<file path="config.mk">
export PLATFORM = sky130hd
export DESIGN_NAME = i2s_loopback_top
export DESIGN_NICKNAME = d
export VERILOG_FILES = /design/src/verilog/i2s_audio_pkg.sv /design/src/verilog/i2s_cfg_pkg.sv /design/src/verilog/i2s_cfg_regs.sv /design/src/verilog/i2s_clock_gen.sv /design/src/verilog/i2s_handler.sv /design/src/verilog/i2s_codec_model.sv /design/src/verilog/i2s_loopback_top.sv
export VERILOG_INCLUDE_DIRS = /design/src /design/src/include
export SDC_FILE = /design/constraint.sdc
export NUM_CORES = 1
export LEC_CHECK = 0
export BUFFER_PORTS_ARGS = -buffer_cell sky130_fd_sc_hd__buf_2
export CORE_ASPECT_RATIO = 0.9
export CORE_UTILIZATION = 51
export DETAILED_ROUTE_END_ITERATION = 10
export PLACE_DENSITY = 0.83
export SYNTH_ARGS = -nofsm -noshare
export SYNTH_HDL_FRONTEND = slang
export SYNTH_SLANG_ARGS = --single-unit
</file>
<file path="constraint.sdc">
create_clock -name clk_i -period 2.3 [get_ports clk_i]
set_input_delay 0.46 -clock clk_i [delete_from_list [all_inputs] [get_ports clk_i]]
set_output_delay 0.46 -clock clk_i [all_outputs]
set_load 0.005 [all_outputs]
</file>
<file path="src/include/i2s_defines.svh">
//////////////////////////////////////////////////////////////////////
// I2S link constants
// Frame format and register reset values shared by the design
//////////////////////////////////////////////////////////////////////
`ifndef I2S_DEFINES_SVH
`define I2S_DEFINES_SVH

// Bits per audio sample, MSB first on the wire
`define I2S_SAMPLE_W 16

// BCLK periods per channel slot
`define I2S_SLOT_BITS 32

`define I2S_DIV_W 8           // Width of the BCLK divider field

`define I2S_RESET_BCLK_DIV 4  // BCLK half-period after reset, in clk_i cycles

`endif

</file>
<file path="src/verilog/i2s_audio_pkg.sv">
//////////////////////////////////////////////////////////////////////
// I2S audio types
// Stereo sample layout, the I2S wire bundle and slot naming
//////////////////////////////////////////////////////////////////////
`default_nettype none
`include "i2s_defines.svh"

package i2s_audio_pkg;

  typedef struct packed {
    logic [`I2S_SAMPLE_W-1:0] left;
    logic [`I2S_SAMPLE_W-1:0] right;
  } stereo_sample_t;

  typedef struct packed {
    logic mclk;
    logic bclk;
    logic lrclk;      // Low selects the left slot
    logic dac_sdata;  // Master to codec
    logic adc_sdata;  // Codec to master
  } i2s_bus_t;

  typedef enum logic {CH_LEFT = 1'b0, CH_RIGHT = 1'b1} i2s_channel_e;

endpackage

`default_nettype wire

</file>
<file path="src/verilog/i2s_cfg_pkg.sv">
//////////////////////////////////////////////////////////////////////
// I2S configuration types
// Register addresses and the settings word fed to the link
//////////////////////////////////////////////////////////////////////
`default_nettype none
`include "i2s_defines.svh"

package i2s_cfg_pkg;

  // Register map
  typedef enum logic {
    ADDR_CTRL     = 1'b0,  // Bit 0 is enable
    ADDR_BCLK_DIV = 1'b1   // BCLK half-period in clk_i cycles
  } cfg_addr_e;

  typedef struct packed {
    logic                  enable;
    logic [`I2S_DIV_W-1:0] bclk_div;
  } i2s_cfg_t;

endpackage

`default_nettype wire

</file>
<file path="src/verilog/i2s_cfg_regs.sv">
//////////////////////////////////////////////////////////////////////
// I2S configuration registers
// Enable and BCLK divider with write strobe and readback
//////////////////////////////////////////////////////////////////////
`timescale 1ns/10ps
`default_nettype none
`include "i2s_defines.svh"

module i2s_cfg_regs (
  input  logic                  clk_i,
  input  logic                  rst_ni,
  input  logic                  cfg_we,
  input  i2s_cfg_pkg::cfg_addr_e cfg_addr,
  input  logic [7:0]            cfg_wdata,
  output logic [7:0]            cfg_rdata,
  output i2s_cfg_pkg::i2s_cfg_t cfg
);

  logic                  enable_q;
  logic [`I2S_DIV_W-1:0] bclk_div_q;

  always_ff @(posedge clk_i or negedge rst_ni) begin
    if (!rst_ni) begin
      enable_q   <= 1'b0;
      bclk_div_q <= `I2S_RESET_BCLK_DIV;
    end else if (cfg_we) begin
      case (cfg_addr)
        i2s_cfg_pkg::ADDR_CTRL: begin
          enable_q <= cfg_wdata[0];
        end
        i2s_cfg_pkg::ADDR_BCLK_DIV: begin
          // A half-period under 2 cycles would break the codec edge timing
          bclk_div_q <= (cfg_wdata < 8'd2) ? 8'd2 : cfg_wdata;
        end
        default: ;
      endcase
    end
  end

  // Readback follows the address without a register stage
  always_comb begin
    case (cfg_addr)
      i2s_cfg_pkg::ADDR_CTRL:     cfg_rdata = {7'd0, enable_q};
      i2s_cfg_pkg::ADDR_BCLK_DIV: cfg_rdata = bclk_div_q;
      default:                    cfg_rdata = '0;
    endcase
  end

  assign cfg = '{enable: enable_q, bclk_div: bclk_div_q};

  a_div_min: assert property (@(posedge clk_i) disable iff (!rst_ni)
    bclk_div_q >= 8'd2)
    else $error("bclk_div below 2");

endmodule

`default_nettype wire

</file>
<file path="src/verilog/i2s_clock_gen.sv">
//////////////////////////////////////////////////////////////////////
// I2S clock generator
// Derives MCLK, BCLK and LRCLK from clk_i with bit and frame strobes
//////////////////////////////////////////////////////////////////////
`timescale 1ns/10ps
`default_nettype none
`include "i2s_defines.svh"

module i2s_clock_gen (
  input  logic                  clk_i,
  input  logic                  rst_ni,
  input  i2s_cfg_pkg::i2s_cfg_t cfg,
  output logic                  mclk,
  output logic                  bclk,
  output logic                  lrclk,
  output logic                  bit_rise,
  output logic                  bit_fall,
  output logic                  frame_start,
  output logic                  half_start
);

  logic [`I2S_DIV_W-1:0] half_cnt;
  logic [`I2S_DIV_W-1:0] div_q;     // Divider in use, reloaded at half-period ends
  logic [5:0]            bit_cnt;   // BCLK falls within the frame
  logic                  run_q;
  logic                  half_end;

  assign half_end = (half_cnt >= div_q - 8'd1);

  always_ff @(posedge clk_i or negedge rst_ni) begin
    if (!rst_ni) begin
      {mclk, bclk, lrclk, run_q} <= '0;
      {bit_rise, bit_fall, frame_start, half_start} <= '0;
      half_cnt <= '0;
      div_q    <= '0;
      bit_cnt  <= '0;
    end else if (!cfg.enable) begin
      {mclk, bclk, lrclk, run_q} <= '0;
      {bit_rise, bit_fall, frame_start, half_start} <= '0;
      half_cnt <= '0;
      div_q    <= cfg.bclk_div;
      bit_cnt  <= '0;
    end else begin
      mclk        <= ~mclk;
      run_q       <= 1'b1;
      bit_rise    <= 1'b0;
      bit_fall    <= 1'b0;
      half_start  <= 1'b0;
      frame_start <= !run_q;  // Enable rising opens a left slot
      if (half_end) begin
        half_cnt <= '0;
        div_q    <= cfg.bclk_div;
        bclk     <= ~bclk;
        if (!bclk) begin
          bit_rise <= 1'b1;
        end else begin
          bit_fall <= 1'b1;
          bit_cnt  <= bit_cnt + 6'd1;
          if (bit_cnt[4:0] == 5'(`I2S_SLOT_BITS - 1)) begin
            lrclk <= ~lrclk;             // Slot ends on this fall
            frame_start <= bit_cnt[5];   // End of right slot
            half_start  <= !bit_cnt[5];
          end
        end
      end else begin
        half_cnt <= half_cnt + 8'd1;
      end
    end
  end

  // Frame start is the LRCLK fall and half start the LRCLK rise
  a_one_slot_edge: assert property (@(posedge clk_i) disable iff (!rst_ni)
    !(frame_start && half_start) && !(frame_start && lrclk) && !(half_start && !lrclk))
    else $error("slot strobes out of step with lrclk");

endmodule

`default_nettype wire

</file>
<file path="src/verilog/i2s_handler.sv">
//////////////////////////////////////////////////////////////////////
// I2S master data path
// Serializes playback samples and gathers capture samples per frame
//////////////////////////////////////////////////////////////////////
`timescale 1ns/10ps
`default_nettype none
`include "i2s_defines.svh"

module i2s_handler (
  input  logic                          clk_i,
  input  logic                          rst_ni,
  input  i2s_cfg_pkg::i2s_cfg_t         cfg,
  input  logic                          bit_rise,
  input  logic                          bit_fall,
  input  logic                          frame_start,
  input  logic                          half_start,
  input  logic                          lrclk,
  input  i2s_audio_pkg::stereo_sample_t dac_sample,
  output logic                          dac_req,
  output logic                          dac_sdata,
  input  logic                          adc_sdata,
  output i2s_audio_pkg::stereo_sample_t adc_sample,
  output logic                          adc_valid
);

  logic [`I2S_SAMPLE_W-1:0]      dac_right;  // Right playback word of this frame
  i2s_audio_pkg::stereo_sample_t rx_hold;    // Capture words until frame end
  i2s_audio_pkg::i2s_channel_e   slot_ch;
  logic [`I2S_SAMPLE_W:0]        tx_sh;
  logic [`I2S_SAMPLE_W-1:0]      rx_sh;
  logic [`I2S_SAMPLE_W-1:0]      rx_word;
  logic [4:0]                    rise_cnt;   // BCLK rises since the LRCLK edge
  logic                          rx_shift;
  logic                          rx_last;
  logic                          right_done;

  assign slot_ch   = i2s_audio_pkg::i2s_channel_e'(lrclk);
  assign dac_sdata = tx_sh[`I2S_SAMPLE_W];
  assign rx_word   = {rx_sh[`I2S_SAMPLE_W-2:0], adc_sdata};

  // Rises 2 to 17 carry the word, rise 1 is the delay bit
  assign rx_shift = bit_rise && (rise_cnt >= 5'd1) && (rise_cnt <= 5'(`I2S_SAMPLE_W));
  assign rx_last  = bit_rise && (rise_cnt == 5'(`I2S_SAMPLE_W));

  always_ff @(posedge clk_i or negedge rst_ni) begin
    if (!rst_ni) begin
      tx_sh   <= '0;
      dac_req <= 1'b0;
    end else if (!cfg.enable) begin
      tx_sh   <= '0;
      dac_req <= 1'b0;
    end else begin
      dac_req <= frame_start;
      if (frame_start) begin
        tx_sh <= {1'b0, dac_sample.left};  // Zero bit fills the one-BCLK delay
      end else if (half_start) begin
        tx_sh <= {1'b0, dac_right};
      end else if (bit_fall) begin
        tx_sh <= {tx_sh[`I2S_SAMPLE_W-1:0], 1'b0};
      end
    end
  end

  always_ff @(posedge clk_i or negedge rst_ni) begin
    if (!rst_ni) begin
      rise_cnt   <= '0;
      right_done <= 1'b0;
      adc_valid  <= 1'b0;
    end else if (!cfg.enable) begin
      rise_cnt   <= '0;
      right_done <= 1'b0;
      adc_valid  <= 1'b0;
    end else begin
      adc_valid <= frame_start && right_done;
      if (frame_start || half_start) begin
        rise_cnt <= '0;
      end else if (bit_rise) begin
        rise_cnt <= rise_cnt + 5'd1;
      end
      if (frame_start) begin
        right_done <= 1'b0;
      end else if (rx_last && slot_ch == i2s_audio_pkg::CH_RIGHT) begin
        right_done <= 1'b1;  // Full right word in hand
      end
    end
  end

  // Sample payload
  always_ff @(posedge clk_i) begin
    if (frame_start) begin
      dac_right  <= dac_sample.right;
      adc_sample <= rx_hold;
    end
    if (rx_shift) begin
      rx_sh <= rx_word;
    end
    if (rx_last) begin
      if (slot_ch == i2s_audio_pkg::CH_LEFT) rx_hold.left <= rx_word;
      else rx_hold.right <= rx_word;
    end
  end

  // Strobes trace back two cycles to an enabled clock generator
  a_quiet_when_off: assert property (@(posedge clk_i) disable iff (!rst_ni)
    (dac_req || adc_valid) |-> $past(cfg.enable, 2))
    else $error("handler strobe while disabled");

endmodule

`default_nettype wire

</file>
<file path="src/verilog/i2s_codec_model.sv">
//////////////////////////////////////////////////////////////////////
// I2S codec stand-in
// Recovers bit and frame edges from the I2S clocks and loops test words
//////////////////////////////////////////////////////////////////////
`timescale 1ns/10ps
`default_nettype none
`include "i2s_defines.svh"

module i2s_codec_model (
  input  logic                          clk_i,
  input  logic                          rst_ni,
  input  logic                          mclk,
  input  logic                          bclk,
  input  logic                          lrclk,
  input  logic                          dac_sdata,
  output logic                          adc_sdata,
  input  i2s_audio_pkg::stereo_sample_t test_in,
  output i2s_audio_pkg::stereo_sample_t test_out
);

  logic                     mclk_last;
  logic                     bclk_last;
  logic                     lrclk_last;
  logic                     running;     // MCLK seen toggling
  logic                     bclk_rise;
  logic                     bclk_fall;
  logic                     lr_rise;
  logic                     lr_fall;
  logic [4:0]               rise_cnt;
  logic [`I2S_SAMPLE_W-1:0] rx_sh;
  logic [`I2S_SAMPLE_W:0]   out_sh;
  i2s_audio_pkg::i2s_channel_e slot_ch;

  assign slot_ch   = i2s_audio_pkg::i2s_channel_e'(lrclk_last);
  assign adc_sdata = out_sh[`I2S_SAMPLE_W];

  // Edges show up one cycle after the clock is sampled
  always_ff @(posedge clk_i or negedge rst_ni) begin
    if (!rst_ni) begin
      {mclk_last, bclk_last, lrclk_last, running} <= '0;
      {bclk_rise, bclk_fall, lr_rise, lr_fall} <= '0;
    end else begin
      mclk_last  <= mclk;
      bclk_last  <= bclk;
      lrclk_last <= lrclk;
      running    <= (mclk != mclk_last);
      bclk_rise  <= !bclk_last && bclk;
      bclk_fall  <= bclk_last && !bclk;
      lr_rise    <= !lrclk_last && lrclk;
      lr_fall    <= lrclk_last && !lrclk;
    end
  end

  always_ff @(posedge clk_i or negedge rst_ni) begin
    if (!rst_ni) begin
      rise_cnt <= '0;
      test_out <= '0;
    end else if (!running || lr_rise || lr_fall) begin
      rise_cnt <= '0;
    end else if (bclk_rise) begin
      rise_cnt <= rise_cnt + 5'd1;
      if (rise_cnt > 5'(`I2S_SAMPLE_W)) begin
        if (slot_ch == i2s_audio_pkg::CH_LEFT) test_out.left <= rx_sh;
        else test_out.right <= rx_sh;
      end
    end
  end

  // Capture shift, bits 1 to 16 after the edge
  always_ff @(posedge clk_i) begin
    if (running && !lr_rise && !lr_fall && bclk_rise &&
        rise_cnt >= 5'd1 && rise_cnt <= 5'(`I2S_SAMPLE_W)) begin
      rx_sh <= {rx_sh[`I2S_SAMPLE_W-2:0], dac_sdata};
    end
  end

  always_ff @(posedge clk_i or negedge rst_ni) begin
    if (!rst_ni) begin
      out_sh <= '0;
    end else if (!running || lr_fall) begin
      out_sh <= {1'b0, test_in.left};   // Idle clocks mean a left slot comes first
    end else if (lr_rise) begin
      out_sh <= {1'b0, test_in.right};
    end else if (bclk_fall) begin
      out_sh <= {out_sh[`I2S_SAMPLE_W-1:0], 1'b0};
    end
  end

  // A one-cycle BCLK low phase would let adc_sdata miss the master's sampling
  a_bclk_edges: assert property (@(posedge clk_i) disable iff (!rst_ni)
    bclk_fall |=> !bclk_rise)
    else $error("BCLK rise detected right after a fall");

endmodule

`default_nettype wire

</file>
<file path="src/verilog/i2s_loopback_top.sv">
//////////////////////////////////////////////////////////////////////
// I2S loopback top
// Register block, clocks, master data path and codec on shared wires
//////////////////////////////////////////////////////////////////////
`timescale 1ns/10ps
`default_nettype none

module i2s_loopback_top (
  input  logic                          clk_i,
  input  logic                          rst_ni,
  input  logic                          cfg_we,
  input  i2s_cfg_pkg::cfg_addr_e        cfg_addr,
  input  logic [7:0]                    cfg_wdata,
  output logic [7:0]                    cfg_rdata,
  input  i2s_audio_pkg::stereo_sample_t dac_sample,
  output logic                          dac_req,
  output i2s_audio_pkg::stereo_sample_t adc_sample,
  output logic                          adc_valid,
  input  i2s_audio_pkg::stereo_sample_t test_in,
  output i2s_audio_pkg::stereo_sample_t test_out,
  output i2s_audio_pkg::i2s_bus_t       i2s
);

  i2s_cfg_pkg::i2s_cfg_t cfg;
  logic mclk, bclk, lrclk, dac_sdata, adc_sdata;
  logic bit_rise, bit_fall, frame_start, half_start;

  i2s_cfg_regs u_regs (.clk_i, .rst_ni, .cfg_we, .cfg_addr, .cfg_wdata, .cfg_rdata, .cfg);

  i2s_clock_gen u_clk_gen (.clk_i, .rst_ni, .cfg, .mclk, .bclk, .lrclk,
                           .bit_rise, .bit_fall, .frame_start, .half_start);

  i2s_handler u_handler (.clk_i, .rst_ni, .cfg, .bit_rise, .bit_fall, .frame_start,
                         .half_start, .lrclk, .dac_sample, .dac_req, .dac_sdata,
                         .adc_sdata, .adc_sample, .adc_valid);

  i2s_codec_model u_codec (.clk_i, .rst_ni, .mclk, .bclk, .lrclk, .dac_sdata,
                           .adc_sdata, .test_in, .test_out);

  // Wire bundle for monitoring
  assign i2s = '{mclk: mclk, bclk: bclk, lrclk: lrclk,
                 dac_sdata: dac_sdata, adc_sdata: adc_sdata};

endmodule

`default_nettype wire

</file>
==> results of run 1 <==
-- registers in the layout, summed over array words and instances (netlist names), 5 cells and up --
name and cells:
u_clk_gen.bit_cnt 6, u_regs.bclk_div_q 8, u_handler.rx_hold 32, u_clk_gen.half_cnt 8
u_codec.rise_cnt 5, u_handler.tx_sh 17, u_handler.dac_right 16, u_codec.out_sh 17
u_codec.test_out 32, u_clk_gen.div_q 8, u_codec.rx_sh 16, u_handler.rx_sh 15
u_handler.rise_cnt 5, u_handler.adc_sample 32
-- area by class of cell --
class / count / area (sq um) / area share (%)
timing repair buffer: 188 / 1080 / 9.44
antenna: 4 / 10.0 / 0.0871
tap: 240 / 300 / 2.61
inverter: 13 / 48.8 / 0.425
clock inverter: 2 / 21.3 / 0.185
sequential: 237 / 6490 / 56.5
clock buffer: 41 / 754 / 6.57
multi-input combinational: 382 / 2780 / 24.2
-- critical path, cell delays in order (launching register included) --
cell and delay, ns:
sky130_fd_sc_hd__dfrtp_1 0.39, sky130_fd_sc_hd__nor2_2 0.14, sky130_fd_sc_hd__nand3_2 0.13, sky130_fd_sc_hd__nor4_4 0.17, sky130_fd_sc_hd__xnor2_1 0.16, sky130_fd_sc_hd__ha_1 0.28, sky130_fd_sc_hd__a21oi_1 0.12, sky130_fd_sc_hd__o21ai_1 0.08
sky130_fd_sc_hd__a21oi_2 0.19, sky130_fd_sc_hd__buf_4 0.18, sky130_fd_sc_hd__nand2_8 0.07, sky130_fd_sc_hd__mux2_4 0.31
-- report_power, final --
group / switching, mW / total (mW) / leakage, nW / internal, mW
sequential: 0.182 / 4.93 / 2.71 / 4.74
combinational: 0.637 / 1.16 / 1.88 / 0.526
clock: 1.47 / 3.69 / 0.381 / 2.22
-- layout by cell type (no fill, tap or decap), types with 3 or more instances in the layout --
| master | count |
|---|---|
| sky130_fd_sc_hd__buf_2 | 153 |
| sky130_fd_sc_hd__dfrtp_1 | 124 |
| sky130_fd_sc_hd__edfxtp_1 | 111 |
| sky130_fd_sc_hd__nand2_1 | 52 |
| sky130_fd_sc_hd__nor2_1 | 51 |
| sky130_fd_sc_hd__mux2_2 | 44 |
| sky130_fd_sc_hd__mux2i_1 | 41 |
| sky130_fd_sc_hd__a21oi_1 | 35 |
| sky130_fd_sc_hd__o21ai_0 | 35 |
| sky130_fd_sc_hd__buf_4 | 29 |
| sky130_fd_sc_hd__clkbuf_16 | 24 |
| sky130_fd_sc_hd__ha_1 | 17 |
| sky130_fd_sc_hd__xor2_1 | 13 |
| sky130_fd_sc_hd__inv_1 | 10 |
| sky130_fd_sc_hd__and2_1 | 9 |
| sky130_fd_sc_hd__clkbuf_8 | 9 |
| sky130_fd_sc_hd__xnor2_1 | 8 |
| sky130_fd_sc_hd__nor2_4 | 8 |
| sky130_fd_sc_hd__clkbuf_1 | 8 |
| sky130_fd_sc_hd__nand2b_1 | 7 |
| sky130_fd_sc_hd__nand4_1 | 6 |
| sky130_fd_sc_hd__nand3_1 | 6 |
| sky130_fd_sc_hd__and3_1 | 5 |
| sky130_fd_sc_hd__diode_2 | 4 |
| sky130_fd_sc_hd__buf_12 | 4 |
| sky130_fd_sc_hd__nor3_1 | 3 |
| sky130_fd_sc_hd__nor2_2 | 3 |
| sky130_fd_sc_hd__nor2b_1 | 3 |
| sky130_fd_sc_hd__mux2_4 | 3 |
-- worst max-delay path by stage --
stage / slack [ns] / depth (start not counted) / start / end
2_1_floorplan: 0.01 / 12 / u_clk_gen.div_q[0]$_DFFE_PN0P_ / u_clk_gen.half_start$_DFF_PN0_
3_3_place_gp: -0.04 / 11 / u_clk_gen.div_q[3]$_DFFE_PN0P_ / u_clk_gen.bit_cnt[3]$_DFFE_PN0P_
3_5_place_dp: -0.17 / 11 / u_clk_gen.div_q[3]$_DFFE_PN0P_ / u_clk_gen.bit_cnt[3]$_DFFE_PN0P_
4_1_cts: -0.01 / 10 / u_clk_gen.div_q[3]$_DFFE_PN0P_ / u_clk_gen.div_q[4]$_DFFE_PN0P_
5_1_grt: -0.18 / 11 / u_clk_gen.div_q[3]$_DFFE_PN0P_ / u_clk_gen.div_q[4]$_DFFE_PN0P_
6_report: -0.04 / 11 / u_clk_gen.div_q[3]$_DFFE_PN0P_ / u_clk_gen.div_q[4]$_DFFE_PN0P_
-- metrics by stage --
step / setup TNS [ns] / power (mW)
after floorplan: 0 / 5.66
after global placement: -0.214 / 6.04
after detailed placement: -1.19 / 6.10
after CTS: -0.0355 / 9.84
after global routing: -2.99 / 10.2
final: -0.297 / 9.78
-- kinds of logic (layout without fill, tap and decap cells) --
logic type,count (synthesis),after routing,synth area share (%)
AOI/OAI and AO/OA,83,83,4.84
xor gates and xnor gates,21,21,1.97
adders and majority gates,18,18,2.41
buffers and inverters,46,244,2.39
DFF,237,237,69.5
muxes,88,88,10.2
other,0,4,0
and+or+nand+nor,171,172,8.68
-- metal layers --
layer  vias to the layer above  wire length, um
met5                         -                0
met2                       158             8030
li1                       2724                -
met1                      2692             7640
met4                         0              255
met3                        19              887
-- what timing repair did --
item / in CTS / in global routing
endpoints found under the hold margin: 20 / 0
cloned: 0 / 1
pin swaps: 0 / 9
setup endpoints to repair: 23 / 26
resized for setup: 10 / 28
buffers inserted: 0 / 2
hold buffers: 1 / 0
==> tab_implementation.tex, run 1 <==
\begin{tabular}{lr}
\hline
Metric & Value \\
\hline
\multicolumn{2}{l}{\textbf{Run status}} \\
Result of the run & finished, violations left \\
Violations in the final reports & setup timing \\
\multicolumn{2}{l}{\textbf{STA}} \\
Slew Limit Fails & 0 \\
Worst slew slack as a fraction of its limit & a little under three fifths \\
Final critical-path share of the clock period & 102\% \\
Count of final hold-check violations & 0 \\
Max Clock Skew & roughly 0.013 ns \\
Least setup slack across all paths after layout & -0.0378 ns \\
Worst-Margin Slew & approximately 0.65 ns \\
Fmax & 0.428 GHz \\
Worst hold slack & approximately 0.13 ns \\
Number of endpoints failing setup at the final stage & 12 \\
Tmin final & roughly 2.3 ns \\
Unrepaired setup endpoints after global routing & yes \\
\multicolumn{2}{l}{\textbf{CTS}} \\
Clock latency at the later pin of the worst-skew pair & between 0.5 and 0.6 ns \\
CTS sink count & about 240 \\
Clock transition at the registers of the reported paths & $\sim$0.06 ns \\
Total CTS buffers & 24 \\
Clk Tree Root Cell & sky130\_fd\_sc\_hd\_\_clkbuf\_16 \\
Number of levels the H-tree was split into & 1 \\
TritonCTS clock tree & yes \\
Max Buffers Root-to-Sink & 3 \\
\multicolumn{2}{l}{\textbf{Worst setup path}} \\
Type of element capturing the critical path & flop \\
Worst reg2reg endpoint & u\_clk\_gen.div\_q[4]\$\_DFFE\_PN0P\_ \\
Nature of the critical path startpoint & flop \\
Beginning of the worst register-to-register path & u\_clk\_gen.div\_q[3]\$\_DFFE\_PN0P\_ \\
CP Data Required Time & 2.69 ns \\
Largest fanout on the critical path & 5 \\
Type of the worst setup path & reg2reg \\
Flop-to-flop setup slack & -0.04 ns \\
Logic depth of the worst register-to-register path & 11 \\
Crit path DAT & between 2 and 3 ns \\
\multicolumn{2}{l}{\textbf{Floorplan}} \\
Area enclosed by the die boundary & 0.0188 sq mm \\
Horiz. Die Dim & roughly 140 um \\
Standard-cell rows & 46 \\
Vert. Die Dim & 130 um \\
Core region area & 0.0178 sq mm \\
Number of top-level pins & roughly 160 \\
Initial Utilization & 52.5\% \\
\multicolumn{2}{l}{\textbf{Synthesis}} \\
Async set or reset register ratio after synthesis & 53.2\% \\
Flops \& latches, synth & 237 \\
Post-synthesis cell type with the largest combined area & sky130\_fd\_sc\_hd\_\_edfxtp\_1 \\
Average footprint of a synthesized cell & between 10 and 15 sq um \\
Largest cells by area after synthesis & sky130\_fd\_sc\_hd\_\_edfxtp\_1 (36\%), sky130\_fd\_sc\_hd\_\_dfrtp\_1 (34\%), sky130\_fd\_sc\_hd\_\_mux2\_2 (5.3\%), sky130\_fd\_sc\_hd\_\_mux2i\_1 (4.4\%), sky130\_fd\_sc\_hd\_\_nor2\_1 (2.5\%) \\
Synthesized cell area & 0.00933 sq mm \\
Synthesized instance count & between 600 and 700 \\
Number of enable flip-flop cells after synthesis & 111 \\
Share of the yosys chip area belonging to registers & 69.5\% \\
Net count after synthesis & $\sim$760 \\
Most instantiated library cell after synthesis & sky130\_fd\_sc\_hd\_\_dfrtp\_1 \\
Most instantiated flip-flop cell in the synthesis netlist & sky130\_fd\_sc\_hd\_\_dfrtp\_1 \\
Most instantiated cells after synthesis & sky130\_fd\_sc\_hd\_\_dfrtp\_1 (125), sky130\_fd\_sc\_hd\_\_edfxtp\_1 (111), sky130\_fd\_sc\_hd\_\_nor2\_1 (61) \\
Post-synthesis cell type count & 47 \\
Yosys top cell area share & between 30\% and 40\% \\
Number of warnings issued by yosys & 0 \\
\multicolumn{2}{l}{\textbf{GRT}} \\
Global routing met2 resource utilization & between 20 and 30\% \\
Met3 track demand over resource & 3.74\% \\
Met1 Use GR & about a quarter \\
All-Layer GR Usage & between 10\% and 20\% \\
Number of global-route vias before repair & about 5,300 \\
Most congested layer reported by global routing & met2 \\
Initial antenna violation count & 2 \\
Pin count of the biggest net entering global routing & slightly above 80 \\
Wire length of the first global-routing pass & between 20,000 and 30,000 um \\
Total congestion overflow after global routing & 0 \\
\multicolumn{2}{l}{\textbf{Finish}} \\
Final core occ & between 60 and 70\% \\
Fraction of layout cells with a size suffix above 1 & a little over a third \\
Layout-stage area growth over the synthesis result & 23.1\% \\
Fillers & approximately 1,300 \\
Count of nets after finishing & 940 \\
Final cell count without fillers & about 1,100 \\
Final cell area excluding filler cells & around 0.011 sq mm \\
\multicolumn{2}{l}{\textbf{Detailed routing}} \\
Antenna Nets Post-Route & 0 \\
Drt initial violations & $\sim$290 \\
Total wire length after detailed routing & 16,800 um \\
Drc violations & 0 \\
Mean routed wirelength per cell & between 15 and 20 um \\
Pre-Repair DR Iteration Count & 5 \\
Total via count after detailed routing & approximately 5,600 \\
Detailed-route vias per instance & $\sim$5 \\
\multicolumn{2}{l}{\textbf{Job}} \\
Max-capacitance violation count & 0 \\
\multicolumn{2}{l}{\textbf{Placed design}} \\
Sum of net half-perimeters after detailed placement & around 11,000 um \\
Area of placed instances & 0.0105 sq mm \\
Cell count after placement & 1,057 \\
RD Place Congestion & a little under 0.8 \\
Buffers on Ports & about 150 \\
Placement Setup Slack & -0.171 ns \\
\multicolumn{2}{l}{\textbf{Min path}} \\
HP Class & in2reg \\
Hold Path Cell Cnt & 1 \\
Worst hold path startpoint & dac\_sample[2] \\
Endpoint, Worst Hold & u\_handler.dac\_right[2]\$\_DFFE\_PP\_ \\
\multicolumn{2}{l}{\textbf{Power and ir drop}} \\
Pwr/cell area & around 850 mW/mm\^{}2 \\
Max rail drop VDD & roughly 0.61 mV \\
Leakage power & between 4 and 5 nW \\
\hline
\end{tabular}
No activity file was read; power rests on OpenSTA's default activity.
==> run 2: changes to the inputs <==
Settings changed: SKIP_CTS_REPAIR_TIMING set to 1.
==> run 2 against run 1 <==
  * The flow still finishes with violations (setup timing)
  * Worst hold slack worse by 0.0012 ns
  * Non-clock buffer count stayed put
  * Die area stayed put
  * Combinational power hardly changed
  * Power is 0.25% higher
  * First-iteration DRC count is 3.5% higher
  * Register-to-register slack hardly changed
  * Critical path depth is 1 higher
  * Wire length is 0.39% higher
  * Via count is 0.16% lower
  * Sequential cell count stayed put
  * Clock-buffer cell count stayed put
==> tab_implementation.tex, run 2 (synthesis results as in run 1) <==
\begin{tabular}{lr}
\hline
Metric & Value \\
\hline
\multicolumn{2}{l}{\textbf{Placed design}} \\
Buffers on Ports & around 150 \\
Area of placed instances & approximately 0.011 sq mm \\
RD Place Congestion & slightly below 0.8 \\
Sum of net half-perimeters after detailed placement & $\sim$11,000 um \\
\multicolumn{2}{l}{\textbf{Worst setup path}} \\
Crit path buf inv count & 2 \\
Type of the worst setup path & reg2reg \\
Logic depth of the worst register-to-register path & 12 \\
Flop-to-flop setup slack & -0.05 ns \\
Worst reg2reg endpoint & u\_clk\_gen.bit\_cnt[5]\$\_DFFE\_PN0P\_ \\
CP peak stage delay & between 0.3 and 0.4 ns \\
Crit-path cells & inv\_2, ha\_4, nand2\_4, nor3\_4, xnor2\_1, ha\_1, nand4\_1, a21oi\_2, a21oi\_2, buf\_6, nor4\_4, mux2i\_1 \\
Cell class contributing the biggest share of worst-path delay & simple AND/OR/NAND/NOR gates \\
Beginning of the worst register-to-register path & u\_clk\_gen.div\_q[1]\$\_DFFE\_PN0P\_ \\
Crit path DAT & roughly 2.8 ns \\
Crit path top cell by count & sky130\_fd\_sc\_hd\_\_a21oi\_2 \\
Slowest CP cell & sky130\_fd\_sc\_hd\_\_dfrtp\_1 \\
Largest fanout on the critical path & 7 \\
Nature of the critical path startpoint & flop \\
CP Data Required Time & 2.72 ns \\
Type of element capturing the critical path & flop \\
\multicolumn{2}{l}{\textbf{Power and ir drop}} \\
Leakage power & between 4 and 5 nW \\
Total power & about 9.8 mW \\
Pwr/cell area & $\sim$850 mW/mm\^{}2 \\
Max rail drop VDD & around 0.6 mV \\
\multicolumn{2}{l}{\textbf{GRT}} \\
Number of global-route vias before repair & 5,252 \\
Total congestion overflow after global routing & 0 \\
Pin count of the biggest net entering global routing & 83 \\
Wire length of the first global-routing pass & between 20,000 and 30,000 um \\
Initial antenna violation count & 2 \\
All-Layer GR Usage & 17.9\% \\
\multicolumn{2}{l}{\textbf{STA}} \\
Worst slew slack as a fraction of its limit & a little under three fifths \\
Unrepaired setup endpoints after global routing & yes \\
Least setup slack across all paths after layout & -0.0472 ns \\
Count of final hold-check violations & 0 \\
Number of endpoints failing setup at the final stage & 13 \\
Max Clock Skew & between 0.01 and 0.015 ns \\
Total Negative Setup Slacks & -0.429 ns \\
Final critical-path share of the clock period & 102\% \\
Fmax & roughly 0.43 GHz \\
Worst-Margin Slew & roughly 0.65 ns \\
Tmin final & 2.35 ns \\
Slew Limit Fails & 0 \\
\multicolumn{2}{l}{\textbf{Detailed routing}} \\
Pre-Repair DR Iteration Count & 4 \\
Total via count after detailed routing & between 5,000 and 6,000 \\
Antenna Nets Post-Route & 0 \\
Mean routed wirelength per cell & around 15 um \\
Total wire length after detailed routing & about 17,000 um \\
Drt initial violations & just under 300 \\
Detailed-route vias per instance & just over 5 \\
Drc violations & 0 \\
\multicolumn{2}{l}{\textbf{Finish}} \\
Commonest non-fill, non-tap cell in the layout & sky130\_fd\_sc\_hd\_\_buf\_2 \\
Layout-stage area growth over the synthesis result & 23.4\% \\
Fraction of layout cells with a size suffix above 1 & 35.0\% \\
Fillers & 1,319 \\
Most frequent cells in the layout & sky130\_fd\_sc\_hd\_\_buf\_2 (153), sky130\_fd\_sc\_hd\_\_dfrtp\_1 (124), sky130\_fd\_sc\_hd\_\_edfxtp\_1 (111), sky130\_fd\_sc\_hd\_\_nor2\_1 (51), sky130\_fd\_sc\_hd\_\_nand2\_1 (51) \\
Count of nets after finishing & 940 \\
Final cell area excluding filler cells & around 0.012 sq mm \\
Regs by FF count & u\_codec.test\_out: 32 flops, u\_handler.adc\_sample: 32 flops, u\_handler.rx\_hold: 32 flops \\
\multicolumn{2}{l}{\textbf{Run status}} \\
Result of the run & finished, violations left \\
Violations in the final reports & setup timing \\
\multicolumn{2}{l}{\textbf{Min path}} \\
Endpoint, Worst Hold & u\_handler.dac\_right[15]\$\_DFFE\_PP\_ \\
Worst hold path startpoint & dac\_sample[15] \\
Hold Path Cell Cnt & 1 \\
HP Class & in2reg \\
\multicolumn{2}{l}{\textbf{CTS}} \\
Clk Tree Root Cell & sky130\_fd\_sc\_hd\_\_clkbuf\_16 \\
TritonCTS clock tree & yes \\
Clock latency at the later pin of the worst-skew pair & between 0.5 and 0.6 ns \\
Number of levels the H-tree was split into & 1 \\
Clock transition at the registers of the reported paths & $\sim$0.060 ns \\
Max Buffers Root-to-Sink & 3 \\
CTS sink count & approximately 240 \\
Total CTS buffers & 24 \\
\multicolumn{2}{l}{\textbf{Floorplan}} \\
Number of top-level pins & between 150 and 200 \\
Standard-cell rows & 46 \\
Core region area & roughly 0.018 sq mm \\
Area enclosed by the die boundary & roughly 0.019 sq mm \\
Initial Utilization & roughly 52\% \\
Horiz. Die Dim & around 140 um \\
Vert. Die Dim & roughly 130 um \\
\multicolumn{2}{l}{\textbf{Job}} \\
Max-capacitance violation count & 0 \\
\hline
\end{tabular}
==> run 2: report_power, final <==
group          internal [mW]  switching (mW)
clock network           2.22            1.48
logic                  0.537           0.647
registers               4.74           0.182
total                   7.50            2.31
==> run 2: through the flow <==
step	setup WS [ns]	cells	utilization [%]	hold WS (ns)
6_report	-0.0472	1107	64.7	0.125
5_1_grt	-0.191	1104	64.7	0.101
3_3_place_gp	-0.0429	1057	59.2	0.387
4_1_cts	-0.184	1100	63.6	-0.153
2_1_floorplan	0.0131	664	-	0.164
3_5_place_dp	-0.171	1057	59.2	0.392
==> run 2: metal layers <==
layer / GRT usage [%] / vias to the layer above / share of wire [%]
met2: 28.6 / 163 / 47
met1: 25.1 / 2680 / 46
met4: 4.64 / 0 / 1.6
met3: 3.74 / 21 / 5.1
li1: - / 2720 / -
met5: 0 / - / 0
==> run 2: how the worst max path moves through the flow <==
stage                                   start  cells past startpoint                               end
2_1_floorplan  u_clk_gen.div_q[0]$_DFFE_PN0P_                     12    u_clk_gen.half_start$_DFF_PN0_
3_3_place_gp   u_clk_gen.div_q[3]$_DFFE_PN0P_                     11  u_clk_gen.bit_cnt[3]$_DFFE_PN0P_
3_5_place_dp   u_clk_gen.div_q[3]$_DFFE_PN0P_                     11  u_clk_gen.bit_cnt[3]$_DFFE_PN0P_
4_1_cts        u_clk_gen.div_q[3]$_DFFE_PN0P_                     11  u_clk_gen.bit_cnt[3]$_DFFE_PN0P_
5_1_grt        u_clk_gen.div_q[3]$_DFFE_PN0P_                     11    u_clk_gen.div_q[4]$_DFFE_PN0P_
6_report       u_clk_gen.div_q[1]$_DFFE_PN0P_                     12  u_clk_gen.bit_cnt[5]$_DFFE_PN0P_
==> run 2: cell type report <==
type	instances	area [sq um]	area share [%]
multi-input cells	382	2800	24.3
well taps	240	300	2.61
clock buffers	41	754	6.55
flip-flops and latches	237	6490	56.4
diodes	4	10.0	0.0870
repair buffers	188	1080	9.42
clock inverters	2	21.3	0.185
inverters	13	48.8	0.424
